File: src/include/lsu_settings.svh
/*
 * Load/store unit settings
 * Widths and sizes shared by the package, the RTL and the testbench.
 */

`ifndef LSU_SETTINGS_SVH
`define LSU_SETTINGS_SVH

// data and address width
`define LSU_XLEN 32
// transaction id width
`define LSU_ID_BITS 4
// data RAM depth in 32-bit words
`define LSU_RAM_WORDS 64
// issue buffer entries
`define LSU_BUF_DEPTH 2

`endif

File: src/lsu_pkg.sv
/*
 * Load/store unit package
 * Opcode and exception cause encodings, the request, control, exception
 * and result structs, and the load/store class helper.
 */

`default_nettype none

`include "lsu_settings.svh"

package lsu_pkg;

  typedef enum logic [2:0] {
    LB,
    LBU,
    LH,
    LHU,
    LW,
    SB,
    SH,
    SW
  } lsu_op_e;

  // RISC-V mcause encodings
  typedef enum logic [3:0] {
    LD_ADDR_MISALIGNED = 4'd4,
    LD_ACCESS_FAULT    = 4'd5,
    ST_ADDR_MISALIGNED = 4'd6,
    ST_ACCESS_FAULT    = 4'd7
  } lsu_cause_e;

  typedef struct packed {
    logic                 valid;
    lsu_cause_e           cause;
    logic [`LSU_XLEN-1:0] tval;
  } lsu_exception_t;

  typedef struct packed {
    lsu_op_e                 op;
    logic [`LSU_XLEN-1:0]    operand_a;
    logic [`LSU_XLEN-1:0]    imm;
    logic [`LSU_XLEN-1:0]    operand_b;
    logic [`LSU_ID_BITS-1:0] trans_id;
  } lsu_req_t;

  // one buffered access after address generation
  typedef struct packed {
    logic [`LSU_XLEN-1:0]     vaddr;
    logic [`LSU_XLEN-1:0]     wdata;
    logic [`LSU_XLEN/8-1:0]   be;
    lsu_op_e                  op;
    logic [`LSU_ID_BITS-1:0]  trans_id;
    lsu_exception_t           ex;
  } lsu_ctrl_t;

  typedef struct packed {
    logic [`LSU_ID_BITS-1:0] trans_id;
    logic [`LSU_XLEN-1:0]    result;
    lsu_exception_t          ex;
  } lsu_result_t;

  function automatic logic lsu_is_store(lsu_op_e op);
    return (op == SB) || (op == SH) || (op == SW);
  endfunction

endpackage

`default_nettype wire

File: src/lsu_agu.sv
/*
 * Address generation
 * Forms the access address from base plus immediate, derives the byte
 * enables, moves store data into its byte lanes and flags misaligned
 * or out-of-range accesses.
 */

`default_nettype none

`include "lsu_settings.svh"

module lsu_agu
  import lsu_pkg::*;
(
  input  lsu_req_t  req_i,
  output lsu_ctrl_t ctrl_o
);

  localparam logic [`LSU_XLEN-1:0] RAM_BYTES = `LSU_XLEN'(`LSU_RAM_WORDS * 4);

  logic [`LSU_XLEN-1:0] vaddr;
  logic                 is_half;
  logic                 is_word;
  logic                 is_store;
  logic                 misaligned;
  logic                 out_of_range;

  assign vaddr    = req_i.operand_a + req_i.imm;
  assign is_half  = (req_i.op == LH) || (req_i.op == LHU) || (req_i.op == SH);
  assign is_word  = (req_i.op == LW) || (req_i.op == SW);
  assign is_store = lsu_is_store(req_i.op);

  // --------------------
  // exception detection
  // --------------------
  assign misaligned   = (is_half && vaddr[0]) || (is_word && (vaddr[1:0] != 2'b00));
  assign out_of_range = (vaddr >= RAM_BYTES);

  always_comb begin
    ctrl_o          = '0;
    ctrl_o.vaddr    = vaddr;
    ctrl_o.op       = req_i.op;
    ctrl_o.trans_id = req_i.trans_id;

    // byte enables by size and low address bits
    if (is_word) begin
      ctrl_o.be = 4'b1111;
    end else if (is_half) begin
      ctrl_o.be = 4'b0011 << vaddr[1:0];
    end else begin
      ctrl_o.be = 4'b0001 << vaddr[1:0];
    end

    // store data moves up to the addressed lane
    ctrl_o.wdata = req_i.operand_b << {vaddr[1:0], 3'b000};

    // misalignment wins over the access fault
    if (misaligned) begin
      ctrl_o.ex.valid = 1'b1;
      ctrl_o.ex.cause = is_store ? ST_ADDR_MISALIGNED : LD_ADDR_MISALIGNED;
      ctrl_o.ex.tval  = vaddr;
    end else if (out_of_range) begin
      ctrl_o.ex.valid = 1'b1;
      ctrl_o.ex.cause = is_store ? ST_ACCESS_FAULT : LD_ACCESS_FAULT;
      ctrl_o.ex.tval  = vaddr;
    end
  end

endmodule

`default_nettype wire

File: src/lsu_issue_buffer.sv
/*
 * Issue buffer
 * In-order circular buffer of control words between the AGU and the
 * load and store units. Back-pressures the issue port when full.
 */

`default_nettype none

`include "lsu_settings.svh"

module lsu_issue_buffer
  import lsu_pkg::*;
(
  input  logic      clk_i,
  input  logic      rst_ni,
  input  logic      push_i,
  input  lsu_ctrl_t ctrl_i,
  output logic      ready_o,
  output lsu_ctrl_t head_o,
  output logic      head_valid_o,
  input  logic      ld_pop_i,
  input  logic      st_pop_i
);

  localparam int unsigned PW = (`LSU_BUF_DEPTH > 1) ? $clog2(`LSU_BUF_DEPTH) : 1;
  localparam int unsigned CW = $clog2(`LSU_BUF_DEPTH + 1);

  lsu_ctrl_t         entries_q [`LSU_BUF_DEPTH];
  logic [PW-1:0]     rd_ptr_q;
  logic [PW-1:0]     wr_ptr_q;
  logic [CW-1:0]     count_q;
  logic              push;
  logic              pop;

  function automatic logic [PW-1:0] next_ptr(logic [PW-1:0] ptr);
    return (ptr == PW'(`LSU_BUF_DEPTH - 1)) ? '0 : ptr + 1'b1;
  endfunction

  assign ready_o      = (count_q < CW'(`LSU_BUF_DEPTH));
  assign head_valid_o = (count_q != '0);
  assign head_o       = entries_q[rd_ptr_q];

  assign push = push_i && ready_o;
  assign pop  = (ld_pop_i || st_pop_i) && head_valid_o;

  always_ff @(posedge clk_i) begin
    if (push) begin
      entries_q[wr_ptr_q] <= ctrl_i;
    end
  end

  always_ff @(posedge clk_i or negedge rst_ni) begin
    if (!rst_ni) begin
      rd_ptr_q <= '0;
      wr_ptr_q <= '0;
      count_q  <= '0;
    end else begin
      if (push) wr_ptr_q <= next_ptr(wr_ptr_q);
      if (pop)  rd_ptr_q <= next_ptr(rd_ptr_q);
      // occupancy holds on push with pop
      case ({push, pop})
        2'b10:   count_q <= count_q + 1'b1;
        2'b01:   count_q <= count_q - 1'b1;
        default: count_q <= count_q;
      endcase
    end
  end

endmodule

`default_nettype wire

File: src/lsu_load_unit.sv
/*
 * Load unit
 * Takes a load from the buffer head, reads the data RAM and returns
 * the aligned, extended value one cycle later. Holds back while a
 * pending store targets the same word.
 */

`default_nettype none

`include "lsu_settings.svh"

module lsu_load_unit
  import lsu_pkg::*;
#(
  parameter int unsigned AW = $clog2(`LSU_RAM_WORDS)
) (
  input  logic                 clk_i,
  input  logic                 rst_ni,
  input  lsu_ctrl_t            head_i,
  input  logic                 head_valid_i,
  output logic                 pop_o,
  output logic [AW-1:0]        chk_word_o,
  input  logic                 addr_match_i,
  output logic                 ram_rd_en_o,
  output logic [AW-1:0]        ram_rd_addr_o,
  input  logic [`LSU_XLEN-1:0] ram_rd_data_i,
  output logic                 valid_o,
  output lsu_result_t          result_o
);

  logic                    is_load;
  logic                    valid_q;
  lsu_op_e                 op_q;
  logic [1:0]              off_q;
  logic [`LSU_ID_BITS-1:0] id_q;
  lsu_exception_t          ex_q;
  logic [`LSU_XLEN-1:0]    lane;
  logic [`LSU_XLEN-1:0]    data_ext;

  // --------------------
  // issue side
  // --------------------
  assign is_load    = head_valid_i && !lsu_is_store(head_i.op);
  assign chk_word_o = head_i.vaddr[AW+1:2];

  // wait for the pending store to the same word to commit
  assign pop_o         = is_load && !addr_match_i;
  assign ram_rd_en_o   = pop_o && !head_i.ex.valid;
  assign ram_rd_addr_o = chk_word_o;

  always_ff @(posedge clk_i or negedge rst_ni) begin
    if (!rst_ni) begin
      valid_q <= 1'b0;
    end else begin
      valid_q <= pop_o;
    end
  end

  always_ff @(posedge clk_i) begin
    if (pop_o) begin
      op_q  <= head_i.op;
      off_q <= head_i.vaddr[1:0];
      id_q  <= head_i.trans_id;
      ex_q  <= head_i.ex;
    end
  end

  // --------------------
  // writeback side
  // --------------------
  assign lane = ram_rd_data_i >> {off_q, 3'b000};

  always_comb begin
    case (op_q)
      LB:      data_ext = {{(`LSU_XLEN-8){lane[7]}}, lane[7:0]};
      LBU:     data_ext = {{(`LSU_XLEN-8){1'b0}}, lane[7:0]};
      LH:      data_ext = {{(`LSU_XLEN-16){lane[15]}}, lane[15:0]};
      LHU:     data_ext = {{(`LSU_XLEN-16){1'b0}}, lane[15:0]};
      default: data_ext = ram_rd_data_i;
    endcase
  end

  assign valid_o           = valid_q;
  assign result_o.trans_id = id_q;
  assign result_o.result   = ex_q.valid ? '0 : data_ext;
  assign result_o.ex       = ex_q;

endmodule

`default_nettype wire

File: src/lsu_store_unit.sv
/*
 * Store unit
 * Reports a store one cycle after taking it from the buffer, keeps it
 * pending and writes the data RAM when the commit arrives.
 */

`default_nettype none

`include "lsu_settings.svh"

module lsu_store_unit
  import lsu_pkg::*;
#(
  parameter int unsigned AW = $clog2(`LSU_RAM_WORDS)
) (
  input  logic                   clk_i,
  input  logic                   rst_ni,
  input  lsu_ctrl_t              head_i,
  input  logic                   head_valid_i,
  output logic                   pop_o,
  input  logic [AW-1:0]          chk_word_i,
  output logic                   addr_match_o,
  input  logic                   commit_i,
  output logic                   commit_ready_o,
  output logic                   ram_we_o,
  output logic [AW-1:0]          ram_wr_addr_o,
  output logic [`LSU_XLEN-1:0]   ram_wr_data_o,
  output logic [`LSU_XLEN/8-1:0] ram_be_o,
  output logic                   valid_o,
  output lsu_result_t            result_o
);

  logic                    rep_valid_q;
  logic [`LSU_ID_BITS-1:0] rep_id_q;
  lsu_exception_t          rep_ex_q;
  logic                    pend_q;
  logic [AW-1:0]           pend_word_q;
  logic [`LSU_XLEN-1:0]    pend_data_q;
  logic [`LSU_XLEN/8-1:0]  pend_be_q;

  // one pending slot, so the next store waits for the commit
  assign pop_o = head_valid_i && lsu_is_store(head_i.op) && !pend_q;

  always_ff @(posedge clk_i or negedge rst_ni) begin
    if (!rst_ni) begin
      rep_valid_q <= 1'b0;
      pend_q      <= 1'b0;
    end else begin
      rep_valid_q <= pop_o;
      if (pop_o && !head_i.ex.valid) begin
        pend_q <= 1'b1;
      end else if (commit_i && pend_q) begin
        pend_q <= 1'b0;
      end
    end
  end

  always_ff @(posedge clk_i) begin
    if (pop_o) begin
      rep_id_q    <= head_i.trans_id;
      rep_ex_q    <= head_i.ex;
      pend_word_q <= head_i.vaddr[AW+1:2];
      pend_data_q <= head_i.wdata;
      pend_be_q   <= head_i.be;
    end
  end

  assign addr_match_o   = pend_q && (pend_word_q == chk_word_i);
  assign commit_ready_o = pend_q;

  assign ram_we_o      = commit_i && pend_q;
  assign ram_wr_addr_o = pend_word_q;
  assign ram_wr_data_o = pend_data_q;
  assign ram_be_o      = pend_be_q;

  assign valid_o           = rep_valid_q;
  assign result_o.trans_id = rep_id_q;
  assign result_o.result   = '0;
  assign result_o.ex       = rep_ex_q;

endmodule

`default_nettype wire

File: src/lsu_data_ram.sv
/*
 * Data RAM
 * Word array with a byte-enabled write port and a registered read port.
 */

`default_nettype none

`include "lsu_settings.svh"

module lsu_data_ram #(
  parameter int unsigned AW = $clog2(`LSU_RAM_WORDS)
) (
  input  logic                   clk_i,
  input  logic                   rd_en_i,
  input  logic [AW-1:0]          rd_addr_i,
  output logic [`LSU_XLEN-1:0]   rd_data_o,
  input  logic                   we_i,
  input  logic [AW-1:0]          wr_addr_i,
  input  logic [`LSU_XLEN-1:0]   wr_data_i,
  input  logic [`LSU_XLEN/8-1:0] be_i
);

  logic [`LSU_XLEN-1:0] mem_q [`LSU_RAM_WORDS];

  always_ff @(posedge clk_i) begin
    if (we_i) begin
      for (int b = 0; b < `LSU_XLEN / 8; b++) begin
        if (be_i[b]) begin
          mem_q[wr_addr_i][b*8 +: 8] <= wr_data_i[b*8 +: 8];
        end
      end
    end
    // read data held until the next read
    if (rd_en_i) begin
      rd_data_o <= mem_q[rd_addr_i];
    end
  end

endmodule

`default_nettype wire

File: src/lsu_top.sv
/*
 * Load/store unit top level
 * Connects the AGU, the issue buffer, the load and store units and the
 * internal data RAM.
 */

`default_nettype none

`include "lsu_settings.svh"

module lsu_top
  import lsu_pkg::*;
(
  input  logic        clk_i,
  input  logic        rst_ni,
  input  logic        req_valid_i,
  input  lsu_req_t    req_i,
  output logic        req_ready_o,
  output logic        load_valid_o,
  output lsu_result_t load_result_o,
  output logic        store_valid_o,
  output lsu_result_t store_result_o,
  input  logic        commit_i,
  output logic        commit_ready_o
);

  localparam int unsigned AW = $clog2(`LSU_RAM_WORDS);

  lsu_ctrl_t              ctrl;
  lsu_ctrl_t              head;
  logic                   head_valid;
  logic                   ld_pop;
  logic                   st_pop;
  logic [AW-1:0]          chk_word;
  logic                   addr_match;
  logic                   ram_rd_en;
  logic [AW-1:0]          ram_rd_addr;
  logic [`LSU_XLEN-1:0]   ram_rd_data;
  logic                   ram_we;
  logic [AW-1:0]          ram_wr_addr;
  logic [`LSU_XLEN-1:0]   ram_wr_data;
  logic [`LSU_XLEN/8-1:0] ram_be;

  lsu_agu i_agu (
    .req_i  (req_i),
    .ctrl_o (ctrl)
  );

  lsu_issue_buffer i_issue_buffer (
    .clk_i        (clk_i),
    .rst_ni       (rst_ni),
    .push_i       (req_valid_i),
    .ctrl_i       (ctrl),
    .ready_o      (req_ready_o),
    .head_o       (head),
    .head_valid_o (head_valid),
    .ld_pop_i     (ld_pop),
    .st_pop_i     (st_pop)
  );

  lsu_load_unit #(.AW(AW)) i_load_unit (
    .clk_i         (clk_i),
    .rst_ni        (rst_ni),
    .head_i        (head),
    .head_valid_i  (head_valid),
    .pop_o         (ld_pop),
    .chk_word_o    (chk_word),
    .addr_match_i  (addr_match),
    .ram_rd_en_o   (ram_rd_en),
    .ram_rd_addr_o (ram_rd_addr),
    .ram_rd_data_i (ram_rd_data),
    .valid_o       (load_valid_o),
    .result_o      (load_result_o)
  );

  lsu_store_unit #(.AW(AW)) i_store_unit (
    .clk_i          (clk_i),
    .rst_ni         (rst_ni),
    .head_i         (head),
    .head_valid_i   (head_valid),
    .pop_o          (st_pop),
    .chk_word_i     (chk_word),
    .addr_match_o   (addr_match),
    .commit_i       (commit_i),
    .commit_ready_o (commit_ready_o),
    .ram_we_o       (ram_we),
    .ram_wr_addr_o  (ram_wr_addr),
    .ram_wr_data_o  (ram_wr_data),
    .ram_be_o       (ram_be),
    .valid_o        (store_valid_o),
    .result_o       (store_result_o)
  );

  lsu_data_ram #(.AW(AW)) i_data_ram (
    .clk_i     (clk_i),
    .rd_en_i   (ram_rd_en),
    .rd_addr_i (ram_rd_addr),
    .rd_data_o (ram_rd_data),
    .we_i      (ram_we),
    .wr_addr_i (ram_wr_addr),
    .wr_data_i (ram_wr_data),
    .be_i      (ram_be)
  );

endmodule

`default_nettype wire

File: config.mk
export PLATFORM = sky130hd
export DESIGN_NAME = lsu_top
export DESIGN_NICKNAME = d
export VERILOG_FILES = /design/src/lsu_pkg.sv /design/src/lsu_agu.sv /design/src/lsu_issue_buffer.sv /design/src/lsu_load_unit.sv /design/src/lsu_store_unit.sv /design/src/lsu_data_ram.sv /design/src/lsu_top.sv
export VERILOG_INCLUDE_DIRS = /design/src /design/src/include
export SDC_FILE = /design/constraint.sdc
export NUM_CORES = 2
export LEC_CHECK = 0
export ABC_CLOCK_PERIOD_IN_PS = 10900
export BUFFER_PORTS_ARGS = -buffer_cell sky130_fd_sc_hd__buf_2
export CAP_MARGIN = 20
export CELL_PAD_IN_SITES_DETAIL_PLACEMENT = 0
export CELL_PAD_IN_SITES_GLOBAL_PLACEMENT = 2
export CORE_UTILIZATION = 44
export CTS_CLUSTER_DIAMETER = 50
export DETAILED_ROUTE_END_ITERATION = 10
export GPL_TIMING_DRIVEN = 0
export PLACE_DENSITY = 0.83
export SETUP_SLACK_MARGIN = 0.05
export SLEW_MARGIN = 20
export SYNTH_ARGS = -nofsm -noshare
export SYNTH_HDL_FRONTEND = slang
export SYNTH_SLANG_ARGS = --single-unit
File: constraint.sdc
create_clock -name clk_i -period 10.9 [get_ports clk_i]
set_clock_uncertainty 0.1 [all_clocks]
set_input_delay 1.635 -clock clk_i [delete_from_list [all_inputs] [get_ports clk_i]]
set_output_delay 1.635 -clock clk_i [all_outputs]
set_load 0.1 [all_outputs]
==> results.yml <==
layout:
  area_growth_syn_to_layout_pct: 17.7
  drive_above_1_share_pct: 12.6
  fill_cells: 18500
  final_nets: 8459
cts:
  cts_made_buffers: 294
  cts_tree: "yes"
  cts_buffer_depth: 4
  cts.sinks: 2384
  htreeDepth: 5
  ctsHoldBuffers: 0
  root_buffer: "clkbuf_16"
  cts_setup_buffers: 0
  ctsResizeCount: 0
  worst_skew_pair.late_latency_ps: 960
  clk_pin_slew_ps: 60
global_route:
  antenna_found_initial: 27
  grt_max_degree: 49
  grt-ovfl-total: 0
  grt_pass1_wl_mm: 501
  grt.total_usage_pct: 32.6
  grt_pass1_vias: 64300
logic_synthesis:
  syn_area_per_cell_um2: 12.8
  ys.flop_type: "edfxtp_1"
  postSynthCellCount: 7602
  synth-async-reset-ratio_pct: 0.294
  synth_edf_count: 2377
  yosysWarnings: 0
  ys_ff_latch: 2384
  synth_area_um2: 96900
  yosysSeqAreaShare_pct: 73.8
  yosys.cell_types.count: 70
sta:
  worst_pin_slew_ps: 1400
  relSlewSlack_pct: 5.73
  drv_slew: 0
  holdWs_ps: 406
  min_period_ps: 6100
  fmax_ghz: 0.164
  hold_viol: 0
  rsz0062_at_grt: "false"
  fin_tns_setup_ps: 0
  finalSetupViolCount: 0
  period_share_pct: 56.0
routing:
  drt-initial-drc-count: 10100
  firstDrtPassIters: 8
  drt-wirelength-per-cell_um: 32.3
  vias_per_cell: 6.04
  vias: 68800
  wl_mm: 368
  drc: 0
  ant_nets: 0
place:
  io_buffers: 221
  dpl.hpwl_mm: 277
  gp_congestion: 1.01
floorplanning:
  die_w_um: 471
  die_h_um: 471
  core_um2: 218000
  fp.dieArea_um2: 222000
  io_pins: 257
  num_rows: 171
  start_util_pct: 44.5
worst_hold_path:
  hp-class: "in2async"
critical_path:
  start_kind: "register"
  worstPathArrival_ps: 6640
  crit_required_ps: 11430
  cp_max_fo: 10
  endpoint_kind: "register"
  critPathKind: "reg2reg"
power_and_ir_drop:
  vdd.ir_drop.worst_uv: 418
  p_leak_nw: 39.1
  power_density_nw_per_um2: 305
run:
  drv_cap: 0
run_status:
  status: "completed"
[report_power, final]
part / leakage, nW / switching [mW] / total, mW / internal (mW)
Sequential: 21.6 / 0.346 / 12.0 / 11.6
Combinational: 13.1 / 10.6 / 13.5 / 2.95
Clock: 4.37 / 3.82 / 9.30 / 5.48
[worst paths after layout]
kind / slack (ps) / from / cells past startpoint / end
worst min-delay path: 410 / rst_ni / 1 / i_issue_buffer.wr_ptr_q
worst max register to register: 4800 / i_issue_buffer.rd_ptr_q / 11 / i_data_ram.rd_data_o[1]
worst max-delay path: 4800 / i_issue_buffer.rd_ptr_q / 11 / i_data_ram.rd_data_o[1]
worst min register to register: 440 / i_issue_buffer.count_q[0] / 1 / i_issue_buffer.count_q[0]
min in group clk_i: 440 / i_issue_buffer.count_q[0] / 1 / i_issue_buffer.count_q[0]
max in group asynchronous: 10130 / rst_ni / 1 / i_issue_buffer.rd_ptr_q
[registers in the layout, indices dropped and copies added (netlist names)]
name / flops
i_store_unit.rep_id_q: 4
i_store_unit.result_o: 35
i_load_unit.valid_o: 1
i_store_unit.valid_o: 1
i_store_unit.ram_be_o: 4
i_data_ram.rd_data_o: 32
i_load_unit.off_q: 2
i_load_unit.id_q: 4
i_data_ram.mem_q: 2048
i_issue_buffer.wr_ptr_q: 1
i_issue_buffer.rd_ptr_q: 1
i_store_unit.commit_ready_o: 1
i_load_unit.op_q: 3
i_load_unit.result_o: 35
i_store_unit.ram_wr_data_o: 32
i_issue_buffer.entries_q: 172
i_issue_buffer.count_q: 2
i_store_unit.ram_wr_addr_o: 6
[placed cells by master, fill, tap and decap left out, drive strengths merged, types with 5 or more instances in the layout]
cell and n:
mux2i 33, nor3b 6, nor3 46, and2 16
and3 135, conb 34, a21o 13, nand2 2177
xnor2 25, bufinv 19, clkbuf 831, dfrtp 7
nor2b 11, clkinv 86, or3 6, nor2 321
o211ai 5, a211oi 19, buf 468, nand4 9
a21oi 140, a31oi 36, clkinvlp 17, mux2 81
a311oi 352, a21boi 7, xor2 9, nand2b 9
nor4 6, ha 32, edfxtp 2377, diode 11
inv 58, o21ai 66, nand3 1034
[worst max-delay path: stages, from the launching register on]
cell and delay [ps]:
dfrtp_1 320, buf_2 270, mux2i_4 720, clkbuf_2 720, clkbuf_2 440, buf_16 230
clkbuf_1 510, nand3_1 180, a311oi_1 1030, a311oi_1 440, a21oi_1 540, a21oi_1 220
[area by class of cell]
type,instances,area [µm²],area share [%]
sequential,2384,71600,62.7
multi-input combinational,4661,23700,20.8
clock buffer,355,7690,6.74
buffer,556,2280,2.00
inverter,34,128,0.112
antenna,11,27.5,0.0241
tap,2854,3570,3.13
timing repair buffer,388,3810,3.34
clock inverter,146,1330,1.16
[layer usage]
metal | vias up | global-route usage, % | part of all wire (%)
met4 | 12 | 19.7 | 6.9
li1 | 29300 | - | -
met2 | 4302 | 48.2 | 44
met1 | 34400 | 43.4 | 38
met5 | - | 0 | 0.021
met3 | 744 | 8.01 | 11
[per-stage QoR]
stage	total power [mW]	setup WS, ps	std cells	utilization (%)	cell area [µm²]
floorplan	18.7	2710	7635	-	97100
global placement	24.3	-1870	10700	46.7	102000
detailed placement	25.2	4910	10900	48.2	105000
CTS	34.4	5040	11400	52.3	114000
global route	35.4	4800	11400	52.3	114000
finish	34.8	4800	11400	52.3	114000
[cells by family after synthesis]
| group | Yosys count | share of synthesized area (%) |
|---|---|---|
| compound gates | 657 | 5.02 |
| xor+xnor | 34 | 0.315 |
| fa+ha+maj | 33 | 0.434 |
| buf+inv | 590 | 2.46 |
| flops | 2384 | 73.8 |
| mux | 114 | 1.28 |
| other cells | 1 | 0.00387 |
| simple gates | 3789 | 16.7 |
[cells in the mapped netlist (all sizes together), types with 9 or more instances]
library cell,instances,share of area [%]
and3,135,0.87
a31oi,36,0.25
clkbuf,476,1.9
nand2,2177,8.4
nor2b,11,0.071
mux2,81,0.94
a311oi,352,3.2
nor2,321,1.2
nor3,46,0.24
a21oi,140,0.73
ha,32,0.41
nand2b,9,0.058
nand4,9,0.058
mux2i,33,0.34
o21ai,66,0.34
a211oi,19,0.15
and2,16,0.10
xor2,9,0.081
edfxtp,2377,74
buf,80,0.47
a21o,13,0.10
inv,32,0.12
xnor2,25,0.23
nand3,1034,5.3
Note: power is estimated with default switching activity, not from simulation.
